==> config.mk <==
export PLATFORM = sky130hd
export DESIGN_NAME = uart_top
export DESIGN_NICKNAME = d
export VERILOG_FILES = /design/src/common/uart_pkg.sv /design/src/rtl/baud_tick_gen.sv /design/src/rtl/uart_axil_regs.sv /design/src/rtl/uart_top.sv /design/src/uart_receiver/uart_receiver.sv /design/src/uart_transmitter/uart_transmitter.sv
export SDC_FILE = /design/constraint.sdc
export NUM_CORES = 1
export LEC_CHECK = 0
export ABC_CLOCK_PERIOD_IN_PS = 2400
export BUFFER_PORTS_ARGS = -buffer_cell sky130_fd_sc_hd__buf_2
export CAP_MARGIN = 20
export CORE_UTILIZATION = 40
export CTS_CLUSTER_SIZE = 16
export DETAILED_ROUTE_END_ITERATION = 16
export PLACE_DENSITY = 0.71
export SYNTH_ARGS = -nofsm -noshare
export SYNTH_HDL_FRONTEND = slang
export SYNTH_SLANG_ARGS = --single-unit
==> constraint.sdc <==
create_clock -name i_CLK -period 2.4 [get_ports i_CLK]
set_input_delay 0.24 -clock i_CLK [delete_from_list [all_inputs] [get_ports i_CLK]]
set_output_delay 0.24 -clock i_CLK [all_outputs]
set_load 0.05 [all_outputs]
==> src/common/uart_pkg.sv <==
`default_nettype none

package uart_pkg;

	// ************************************************************************
	// Widths and reset values
	// ************************************************************************
	localparam int DATA_W     = 8;
	localparam int AXI_ADDR_W = 4;
	localparam int AXI_DATA_W = 32;
	localparam int DIV_W      = 16;
	localparam int BIT_CNT_W  = $clog2(DATA_W) + 1;

	localparam logic [DIV_W-1:0] DIV_RESET = 16;
	localparam logic [DIV_W-1:0] DIV_MIN   = 2;    // Shortest usable bit period

	// Register map, one word each
	typedef enum logic [AXI_ADDR_W-1:0] {
		ADDR_TXDATA = 4'h0,
		ADDR_RXDATA = 4'h4,
		ADDR_STATUS = 4'h8,
		ADDR_CTRL   = 4'hC
	} reg_addr_e;

	// STATUS bits
	localparam int ST_TX_BUSY   = 0;
	localparam int ST_RX_VALID  = 1;
	localparam int ST_FRAME_ERR = 2;    // Sticky, write 1 to clear
	localparam int ST_OVERRUN   = 3;    // Sticky, write 1 to clear

	// CTRL fields
	localparam int CTRL_DIV_LSB  = 0;
	localparam int CTRL_LOOPBACK = 16;

	localparam logic [1:0] RESP_OKAY   = 2'b00;
	localparam logic [1:0] RESP_SLVERR = 2'b10;

	typedef enum logic [1:0] {
		RX_IDLE,
		RX_DATA,
		RX_STOP
	} rx_state_e;

	typedef enum logic [1:0] {
		TX_IDLE,
		TX_START,
		TX_DATA,
		TX_STOP
	} tx_state_e;

	// One received frame
	typedef struct packed {
		logic              valid;
		logic              framing_error;
		logic [DATA_W-1:0] data;
	} rx_result_t;

	// Send request to the transmitter
	typedef struct packed {
		logic              valid;
		logic [DATA_W-1:0] data;
	} tx_req_t;

endpackage

`default_nettype wire

==> src/rtl/baud_tick_gen.sv <==
`timescale 1ns/1ps
`default_nettype none

module baud_tick_gen (
	input  wire                       i_CLK,
	input  wire                       i_RESET,
	input  wire [uart_pkg::DIV_W-1:0] i_div,
	input  wire                       i_reload,
	output logic                      o_tick
);

	logic [uart_pkg::DIV_W-1:0] count;
	logic [uart_pkg::DIV_W-1:0] div_eff;
	logic [uart_pkg::DIV_W-1:0] load_val;

	assign div_eff  = (i_div < uart_pkg::DIV_MIN) ? uart_pkg::DIV_MIN : i_div;
	assign load_val = div_eff - 1'b1;

	// Period is div_eff clocks, counter runs load_val down to zero
	always_ff @(posedge i_CLK)
	begin
		if (i_RESET || i_reload)
		begin
			count  <= load_val;
			o_tick <= 1'b0;
		end
		else if (count == '0)
		begin
			count  <= load_val;
			o_tick <= 1'b1;
		end
		else
		begin
			count  <= count - 1'b1;
			o_tick <= 1'b0;
		end
	end

endmodule

`default_nettype wire

==> src/rtl/uart_axil_regs.sv <==
`timescale 1ns/1ps
`default_nettype none

module uart_axil_regs (
	input  wire                            i_CLK,
	input  wire                            i_RESET,
	input  wire                            i_awvalid,
	output logic                           o_awready,
	input  wire [uart_pkg::AXI_ADDR_W-1:0] i_awaddr,
	input  wire                            i_wvalid,
	output logic                           o_wready,
	input  wire [uart_pkg::AXI_DATA_W-1:0] i_wdata,
	output logic                           o_bvalid,
	input  wire                            i_bready,
	output logic [1:0]                     o_bresp,
	input  wire                            i_arvalid,
	output logic                           o_arready,
	input  wire [uart_pkg::AXI_ADDR_W-1:0] i_araddr,
	output logic                           o_rvalid,
	input  wire                            i_rready,
	output logic [uart_pkg::AXI_DATA_W-1:0] o_rdata,
	output logic [1:0]                     o_rresp,
	input  wire uart_pkg::rx_result_t      i_rx_result,
	input  wire                            i_tx_busy,
	output uart_pkg::tx_req_t              o_tx_req,
	output logic [uart_pkg::DIV_W-1:0]     o_div,
	output logic                           o_div_reload,
	output logic                           o_loopback
);

	uart_pkg::reg_addr_e             waddr;
	uart_pkg::reg_addr_e             raddr;
	logic                            wr_fire;
	logic                            rd_fire;
	logic                            tx_busy_eff;
	logic                            wr_tx;
	logic                            wr_status;
	logic                            wr_ctrl;
	logic                            wr_err;
	logic                            rd_err;
	logic                            rd_rxdata;
	logic [uart_pkg::AXI_DATA_W-1:0] rd_word;
	logic [uart_pkg::DATA_W-1:0]     rx_data;
	logic                            rx_valid;
	logic                            frame_err;
	logic                            overrun;

	assign wr_fire   = i_awvalid && i_wvalid && !o_bvalid;
	assign o_awready = wr_fire;
	assign o_wready  = wr_fire;
	assign o_arready = !o_rvalid;
	assign rd_fire   = i_arvalid && !o_rvalid;

	assign waddr = uart_pkg::reg_addr_e'(i_awaddr);
	assign raddr = uart_pkg::reg_addr_e'(i_araddr);

	// A request still in flight counts as busy
	assign tx_busy_eff = i_tx_busy || o_tx_req.valid;
	assign rd_rxdata   = rd_fire && raddr == uart_pkg::ADDR_RXDATA;

	// ************************************************************************
	// Address decode
	// ************************************************************************
	always_comb
	begin
		wr_tx     = 1'b0;
		wr_status = 1'b0;
		wr_ctrl   = 1'b0;
		wr_err    = 1'b0;
		case (waddr)
			uart_pkg::ADDR_TXDATA:
			begin
				if (tx_busy_eff)
					wr_err = 1'b1;
				else
					wr_tx = 1'b1;
			end
			uart_pkg::ADDR_RXDATA: ;    // Read only, write ignored
			uart_pkg::ADDR_STATUS: wr_status = 1'b1;
			uart_pkg::ADDR_CTRL:   wr_ctrl = 1'b1;
			default:               wr_err = 1'b1;
		endcase
	end

	always_comb
	begin
		rd_word = '0;
		rd_err  = 1'b0;
		case (raddr)
			uart_pkg::ADDR_TXDATA: ;
			uart_pkg::ADDR_RXDATA: rd_word[uart_pkg::DATA_W-1:0] = rx_data;
			uart_pkg::ADDR_STATUS:
			begin
				rd_word[uart_pkg::ST_TX_BUSY]   = tx_busy_eff;
				rd_word[uart_pkg::ST_RX_VALID]  = rx_valid;
				rd_word[uart_pkg::ST_FRAME_ERR] = frame_err;
				rd_word[uart_pkg::ST_OVERRUN]   = overrun;
			end
			uart_pkg::ADDR_CTRL:
			begin
				rd_word[uart_pkg::CTRL_DIV_LSB +: uart_pkg::DIV_W] = o_div;
				rd_word[uart_pkg::CTRL_LOOPBACK]                   = o_loopback;
			end
			default: rd_err = 1'b1;
		endcase
	end

	// ************************************************************************
	// Control state
	// ************************************************************************
	always_ff @(posedge i_CLK)
	begin
		if (i_RESET)
		begin
			o_bvalid       <= 1'b0;
			o_rvalid       <= 1'b0;
			o_tx_req.valid <= 1'b0;
			o_div          <= uart_pkg::DIV_RESET;
			o_div_reload   <= 1'b0;
			o_loopback     <= 1'b0;
			rx_valid       <= 1'b0;
			frame_err      <= 1'b0;
			overrun        <= 1'b0;
		end
		else
		begin
			o_tx_req.valid <= wr_fire && wr_tx;
			o_div_reload   <= wr_fire && wr_ctrl;

			if (wr_fire)
				o_bvalid <= 1'b1;
			else if (i_bready)
				o_bvalid <= 1'b0;
			if (rd_fire)
				o_rvalid <= 1'b1;
			else if (i_rready)
				o_rvalid <= 1'b0;

			if (wr_fire && wr_ctrl)
			begin
				o_div      <= i_wdata[uart_pkg::CTRL_DIV_LSB +: uart_pkg::DIV_W];
				o_loopback <= i_wdata[uart_pkg::CTRL_LOOPBACK];
			end

			// W1C first so a new event in the same cycle wins
			if (wr_fire && wr_status && i_wdata[uart_pkg::ST_FRAME_ERR])
				frame_err <= 1'b0;
			if (wr_fire && wr_status && i_wdata[uart_pkg::ST_OVERRUN])
				overrun <= 1'b0;
			if (rd_rxdata)
				rx_valid <= 1'b0;

			if (i_rx_result.valid)
			begin
				if (i_rx_result.framing_error)
					frame_err <= 1'b1;
				else if (rx_valid && !rd_rxdata)
					overrun <= 1'b1;    // Older byte kept
				else
					rx_valid <= 1'b1;
			end
		end
	end

	// Payload registers
	always_ff @(posedge i_CLK)
	begin
		if (wr_fire)
		begin
			o_bresp       <= wr_err ? uart_pkg::RESP_SLVERR : uart_pkg::RESP_OKAY;
			o_tx_req.data <= i_wdata[uart_pkg::DATA_W-1:0];
		end
		if (rd_fire)
		begin
			o_rdata <= rd_word;
			o_rresp <= rd_err ? uart_pkg::RESP_SLVERR : uart_pkg::RESP_OKAY;
		end
		if (i_rx_result.valid && !i_rx_result.framing_error && (!rx_valid || rd_rxdata))
			rx_data <= i_rx_result.data;
	end

endmodule

`default_nettype wire

==> src/rtl/uart_top.sv <==
`timescale 1ns/1ps
`default_nettype none

module uart_top (
	input  wire                             i_CLK,
	input  wire                             i_RESET,
	input  wire                             i_awvalid,
	output logic                            o_awready,
	input  wire [uart_pkg::AXI_ADDR_W-1:0]  i_awaddr,
	input  wire                             i_wvalid,
	output logic                            o_wready,
	input  wire [uart_pkg::AXI_DATA_W-1:0]  i_wdata,
	output logic                            o_bvalid,
	input  wire                             i_bready,
	output logic [1:0]                      o_bresp,
	input  wire                             i_arvalid,
	output logic                            o_arready,
	input  wire [uart_pkg::AXI_ADDR_W-1:0]  i_araddr,
	output logic                            o_rvalid,
	input  wire                             i_rready,
	output logic [uart_pkg::AXI_DATA_W-1:0] o_rdata,
	output logic [1:0]                      o_rresp,
	input  wire                             i_RX,
	output logic                            o_TX
);

	uart_pkg::rx_result_t       rx_result;
	uart_pkg::tx_req_t          tx_req;
	logic [uart_pkg::DIV_W-1:0] div;
	logic                       div_reload;
	logic                       loopback;
	logic                       tick;
	logic                       tx_busy;
	logic                       tx_line;
	logic                       rx_line;

	// Internal loopback, pin held idle meanwhile
	assign rx_line = loopback ? tx_line : i_RX;
	assign o_TX    = loopback ? 1'b1 : tx_line;

	baud_tick_gen u_tick (
		.i_CLK    (i_CLK),
		.i_RESET  (i_RESET),
		.i_div    (div),
		.i_reload (div_reload),
		.o_tick   (tick)
	);

	uart_receiver u_rx (
		.i_CLK    (i_CLK),
		.i_RESET  (i_RESET),
		.i_tick   (tick),
		.i_rx     (rx_line),
		.o_result (rx_result)
	);

	uart_transmitter u_tx (
		.i_CLK   (i_CLK),
		.i_RESET (i_RESET),
		.i_tick  (tick),
		.i_req   (tx_req),
		.o_tx    (tx_line),
		.o_busy  (tx_busy)
	);

	uart_axil_regs u_regs (
		.i_CLK        (i_CLK),
		.i_RESET      (i_RESET),
		.i_awvalid    (i_awvalid),
		.o_awready    (o_awready),
		.i_awaddr     (i_awaddr),
		.i_wvalid     (i_wvalid),
		.o_wready     (o_wready),
		.i_wdata      (i_wdata),
		.o_bvalid     (o_bvalid),
		.i_bready     (i_bready),
		.o_bresp      (o_bresp),
		.i_arvalid    (i_arvalid),
		.o_arready    (o_arready),
		.i_araddr     (i_araddr),
		.o_rvalid     (o_rvalid),
		.i_rready     (i_rready),
		.o_rdata      (o_rdata),
		.o_rresp      (o_rresp),
		.i_rx_result  (rx_result),
		.i_tx_busy    (tx_busy),
		.o_tx_req     (tx_req),
		.o_div        (div),
		.o_div_reload (div_reload),
		.o_loopback   (loopback)
	);

endmodule

`default_nettype wire

==> src/uart_receiver/uart_receiver.sv <==
`timescale 1ns/1ps
`default_nettype none

module uart_receiver (
	input  wire                  i_CLK,
	input  wire                  i_RESET,
	input  wire                  i_tick,
	input  wire                  i_rx,
	output uart_pkg::rx_result_t o_result
);

	uart_pkg::rx_state_e              state;
	logic [uart_pkg::BIT_CNT_W-1:0]   bit_cnt;
	logic [uart_pkg::DATA_W-1:0]      shift;
	logic                             rx_meta;
	logic                             rx_sync;

	// Line idles high, so the synchronizer resets to 1
	always_ff @(posedge i_CLK)
	begin
		if (i_RESET)
		begin
			rx_meta <= 1'b1;
			rx_sync <= 1'b1;
		end
		else
		begin
			rx_meta <= i_rx;
			rx_sync <= rx_meta;
		end
	end

	// ************************************************************************
	// Frame FSM, one sample per tick
	// ************************************************************************
	always_ff @(posedge i_CLK)
	begin
		if (i_RESET)
		begin
			state    <= uart_pkg::RX_IDLE;
			bit_cnt  <= '0;
			o_result <= '0;
		end
		else
		begin
			o_result.valid <= 1'b0;    // Single-cycle pulse
			if (i_tick)
			begin
				case (state)
					uart_pkg::RX_IDLE:
					begin
						bit_cnt <= '0;
						if (!rx_sync)
							state <= uart_pkg::RX_DATA;    // Start bit
					end
					uart_pkg::RX_DATA:
					begin
						bit_cnt <= bit_cnt + 1'b1;
						if (bit_cnt == uart_pkg::BIT_CNT_W'(uart_pkg::DATA_W - 1))
							state <= uart_pkg::RX_STOP;
					end
					uart_pkg::RX_STOP:
					begin
						state                  <= uart_pkg::RX_IDLE;
						o_result.valid         <= 1'b1;
						o_result.framing_error <= !rx_sync;
						o_result.data          <= rx_sync ? shift : '0;
					end
					default:
						state <= uart_pkg::RX_IDLE;
				endcase
			end
		end
	end

	// First bit in ends up in the MSB
	always_ff @(posedge i_CLK)
	begin
		if (i_tick && state == uart_pkg::RX_DATA)
			shift <= {shift[uart_pkg::DATA_W-2:0], rx_sync};
	end

endmodule

`default_nettype wire

==> src/uart_transmitter/uart_transmitter.sv <==
`timescale 1ns/1ps
`default_nettype none

module uart_transmitter (
	input  wire                    i_CLK,
	input  wire                    i_RESET,
	input  wire                    i_tick,
	input  wire uart_pkg::tx_req_t i_req,
	output logic                   o_tx,
	output logic                   o_busy
);

	uart_pkg::tx_state_e            state;
	logic [uart_pkg::BIT_CNT_W-1:0] bit_cnt;
	logic [uart_pkg::DATA_W-1:0]    shift;

	always_ff @(posedge i_CLK)
	begin
		if (i_RESET)
		begin
			state   <= uart_pkg::TX_IDLE;
			bit_cnt <= '0;
			o_tx    <= 1'b1;
			o_busy  <= 1'b0;
		end
		else
		begin
			case (state)
				uart_pkg::TX_IDLE:
				begin
					if (i_req.valid)
					begin
						state  <= uart_pkg::TX_START;
						o_busy <= 1'b1;
					end
				end
				uart_pkg::TX_START:    // Waiting for the tick that opens the frame
				begin
					if (i_tick)
					begin
						o_tx    <= 1'b0;
						bit_cnt <= '0;
						state   <= uart_pkg::TX_DATA;
					end
				end
				uart_pkg::TX_DATA:
				begin
					if (i_tick)
					begin
						bit_cnt <= bit_cnt + 1'b1;
						if (bit_cnt == uart_pkg::BIT_CNT_W'(uart_pkg::DATA_W))
						begin
							o_tx  <= 1'b1;    // Stop bit
							state <= uart_pkg::TX_STOP;
						end
						else
							o_tx <= shift[uart_pkg::DATA_W-1];
					end
				end
				uart_pkg::TX_STOP:
				begin
					if (i_tick)
					begin
						o_busy <= 1'b0;
						state  <= uart_pkg::TX_IDLE;
					end
				end
				default:
					state <= uart_pkg::TX_IDLE;
			endcase
		end
	end

	// MSB first
	always_ff @(posedge i_CLK)
	begin
		if (state == uart_pkg::TX_IDLE && i_req.valid)
			shift <= i_req.data;
		else if (state == uart_pkg::TX_DATA && i_tick)
			shift <= {shift[uart_pkg::DATA_W-2:0], 1'b0};
	end

endmodule

`default_nettype wire
==> results.rst <==
.. list-table::
   :header-rows: 1

   * - Metric
     - Value
   * - Final total power
     - 5.42 mW
   * - Vert. Die Dim
     - 116 µm
   * - CTS clock-pin slew for the worst setup and hold paths
     - 0.05 ns
   * - Predominant post-synthesis flop cell
     - sky130_fd_sc_hd__dfxtp_1
   * - Status
     - completed
   * - Number of cells produced by synthesis
     - 504
   * - Number of flops mapped to enable cells by yosys
     - 51
   * - Post-synthesis share of cell area spent on xor and xnor gates
     - 3.39%
   * - Post-synth top area cell
     - sky130_fd_sc_hd__edfxtp_1
   * - Placeable core region
     - 12600 µm²
   * - Topmost layer with routed signal wires
     - met4
   * - Area growth from synthesis to layout
     - 21.4%
   * - Most frequent cell after synthesis
     - sky130_fd_sc_hd__nand2_1
   * - Total wire length after detailed routing
     - 10.4 mm
   * - Number of violations reported at the end of detailed-routing iteration 0
     - 190
   * - Main area contributors after synthesis
     - sky130_fd_sc_hd__edfxtp_1 30%, sky130_fd_sc_hd__dfxtp_1 26%, sky130_fd_sc_hd__nand2_1 5.0%
   * - Number of synthesized register bits
     - 118
   * - Count of clock tree sinks
     - 118
   * - Count of hold-fix buffers inserted at cts
     - 0
   * - Initial antenna violation count
     - 0
   * - Synth Warn #
     - 0
   * - Deepest level of the CTS H-tree
     - 4
   * - PD cells
     - 864 nW/µm²
   * - Leakage Power
     - 2.42 nW
   * - Type of the most critical hold path
     - input port to flop
   * - Area fraction in and, or, nand and nor cells after synthesis
     - 17.6%
   * - Number of hold violations in the final report
     - 0
   * - Crit start category
     - flop
   * - Fraction of layout cells with a size suffix above 1
     - 20.5%
   * - Final-stage net count
     - 630
   * - Number of vias in the routed layout
     - 3712
   * - Category of the most critical setup path
     - flop to flop
   * - Critical path endpoint category
     - flop
   * - Remaining max-slew budget at the tightest pin
     - 53.9%
   * - CTS tree
     - yes
   * - Pre-CTS worst setup slack
     - 0.121 ns
   * - Met3 wire len
     - 443 µm
   * - Post-synthesis area per instance
     - 10.3 µm²
   * - Share of synthesized area spent on multiplexers
     - 5.89%
   * - Cell count after placement
     - 724
   * - Via-to-Cell Ratio
     - 4.91
   * - Mapped cell area
     - 5170 µm²
   * - Worst skew pair latency
     - 0.41 ns
   * - Final worst clock skew
     - 0.00595 ns
   * - Worst path required time
     - 2.68 ns
   * - Area enclosed by the die boundary
     - 13400 µm²
   * - GRT overflow
     - 0
   * - Met1 Wirelength
     - 4.22 mm
   * - Num rows
     - 41
   * - Post-route fraction of the period consumed by the critical path
     - 90.0%
   * - Ports placed on the boundary
     - 90
   * - Peak clock frequency supported by timing
     - 0.463 GHz
   * - Setup slack of the worst register-to-register path
     - 0.24 ns
   * - Wire length of the first global-routing pass
     - 17.1 mm
   * - Maximum buffer depth of the clock tree
     - 2
   * - Root cell of the clock tree
     - sky130_fd_sc_hd__clkbuf_16
   * - Setup-violating endpoint count in the final report
     - 0
   * - Non-Filler Instances
     - 756
   * - Count of cells resized by post-cts repair
     - 0
   * - Width of the die
     - 116 µm
   * - Buffers added on ports
     - 57
   * - Number of remaining DRC errors
     - 0
   * - Initial cell density of the core
     - 40.9%
   * - Mean routed wirelength per cell
     - 13.8 µm
   * - Max-capacitance violation count
     - 0
   * - FFs w/ async S/R, synth
     - 0%
   * - Pre-Repair DR Iteration Count
     - 4
   * - Synth Area in Compound Gates
     - 9.45%
   * - CP Cell Sequence
     - nor4_1 -> buf_4 -> and4_1 -> nand2b_1 -> ha_2 -> nand3_1 -> nor3_1 -> xnor2_1 -> mux2i_1
   * - Gr usage total
     - 16.9%
   * - Number of max-slew violations in the final report
     - 0
   * - Via count of the first global-routing pass
     - 3650
   * - Most common library cells after synthesis
     - 69 x sky130_fd_sc_hd__nand2_1, 67 x sky130_fd_sc_hd__dfxtp_1, 51 x sky130_fd_sc_hd__edfxtp_1
   * - Delay of the slowest cell on the worst path
     - 0.37 ns
   * - Fraction of synthesized cell area taken by the top area cell type
     - 29.6%
   * - Combinational family with the most area after synthesis
     - simple AND/OR/NAND/NOR gates
   * - Synthesized-area fraction occupied by adder cells
     - 2.66%
   * - Antenna diode instance count
     - 0
   * - Final WS setup
     - 0.239 ns
   * - HPWL after DPL
     - 7.52 mm
   * - Total Negative Setup Slacks
     - 0 ns
   * - Maximum number of pins on one net before global-route repair
     - 52
   * - VDD IR-drop max
     - 0.000418 V
   * - Distinct cell type count after synthesis
     - 50
   * - Final antenna-violating net count
     - 0
   * - Post-CTS setup-driven buffer insertion count
     - 0
   * - RSZ-0062 raised after global routing
     - no
   * - Total CTS buffers
     - 17
   * - Pin slew with the least headroom to its limit
     - 0.691 ns
   * - Cell with the biggest individual delay on the critical path
     - sky130_fd_sc_hd__dfxtp_1
   * - Final worst path period need
     - 2.16 ns
   * - Portion of the post-synthesis area used by sequential elements
     - 55.6%
   * - Met2 wire length
     - 5.57 mm
   * - Crit path arrival time
     - 2.44 ns
   * - Final estimated routing congestion in global placement
     - 0.798
   * - Critical path peak fanout
     - 7
-- final cells by class --
type	count	area (µm²)
inverter	15	56.3
fill	1151	6350
sequential	118	2870
timing repair buffer	69	375
clock inverter	14	231
multi-input combinational	350	2090
clock buffer	18	429
tap	172	215
-- registers in the layout (all words and copies together) (netlist names), 2 cells and up --
signal,cells
u_tick.count,16
u_regs.o_div,16
u_tx.state,2
u_regs.rx_data,8
u_tx.bit_cnt,4
u_rx.shift,8
u_regs.o_tx_req,9
u_rx.bit_cnt,4
u_rx.o_result,10
u_regs.o_rdata,17
u_rx.state,2
u_tx.shift,8
-- cells in the final DEF, fill, tap and decap left out, types with 11 or more instances in the layout --
cell type,instances
sky130_fd_sc_hd__clkbuf_16,17
sky130_fd_sc_hd__mux2_2,11
sky130_fd_sc_hd__and2_1,11
sky130_fd_sc_hd__dfxtp_1,67
sky130_fd_sc_hd__xnor2_1,11
sky130_fd_sc_hd__conb_1,17
sky130_fd_sc_hd__mux2i_1,18
sky130_fd_sc_hd__nor2_1,45
sky130_fd_sc_hd__a21oi_1,41
sky130_fd_sc_hd__nor3_1,14
sky130_fd_sc_hd__buf_2,57
sky130_fd_sc_hd__inv_1,15
sky130_fd_sc_hd__edfxtp_1,51
sky130_fd_sc_hd__o21ai_0,11
sky130_fd_sc_hd__nand3_1,14
sky130_fd_sc_hd__nand2_1,69
sky130_fd_sc_hd__buf_4,12
-- worst paths after layout --
check                      to  depth (start not counted)       startpoint
max          u_tick.count[10]                          9  u_regs.o_div[9]
min           u_regs.o_rvalid                          2         i_rready
max reg2reg  u_tick.count[10]                          9  u_regs.o_div[9]
min reg2reg      u_rx.rx_sync                          1     u_rx.rx_meta
-- per-layer routing --
layer	up-vias	global-route usage, %
met3	19	5.18
met5	-	0
li1	1868	-
met1	1759	17.8
met4	0	8.55
met2	66	30.6
-- cell families (layout without fill, tap and decap cells) --
logic type,count (synthesis),in the layout
simple gates,192,192
flops,118,118
compound gates,81,81
buf+inv,52,116
mux,29,29
xor+xnor,20,20
fa+ha+maj,11,11
other cells,1,17
-- report_power, final --
group | internal, mW | switching, mW
Clock | 1.94 | 0.893
Combinational | 0.116 | 0.285
Sequential | 2.15 | 0.0400
-- through the flow --
stage / area (µm²) / util (%) / hold slack [ns]
2_1_floorplan: 5230 / - / 0.339
3_3_place_gp: 5600 / 44.4 / 0.394
3_5_place_dp: 5600 / 44.4 / 0.397
4_1_cts: 6260 / 49.6 / 0.00845
5_1_grt: 6270 / 49.7 / 0.0108
6_report: 6270 / 49.7 / 0.0118
-- critical path: cells and delay by family (launching register included) --
family | cells | cell delay (ns)
xor gates and xnor gates | 1 | 0.14
and+or+nand+nor | 5 | 1.02
muxes | 1 | 0.08
adders and majority gates | 1 | 0.24
buffers and inverters | 1 | 0.17
DFF | 1 | 0.37
No activity file was read; power rests on OpenSTA's default activity.
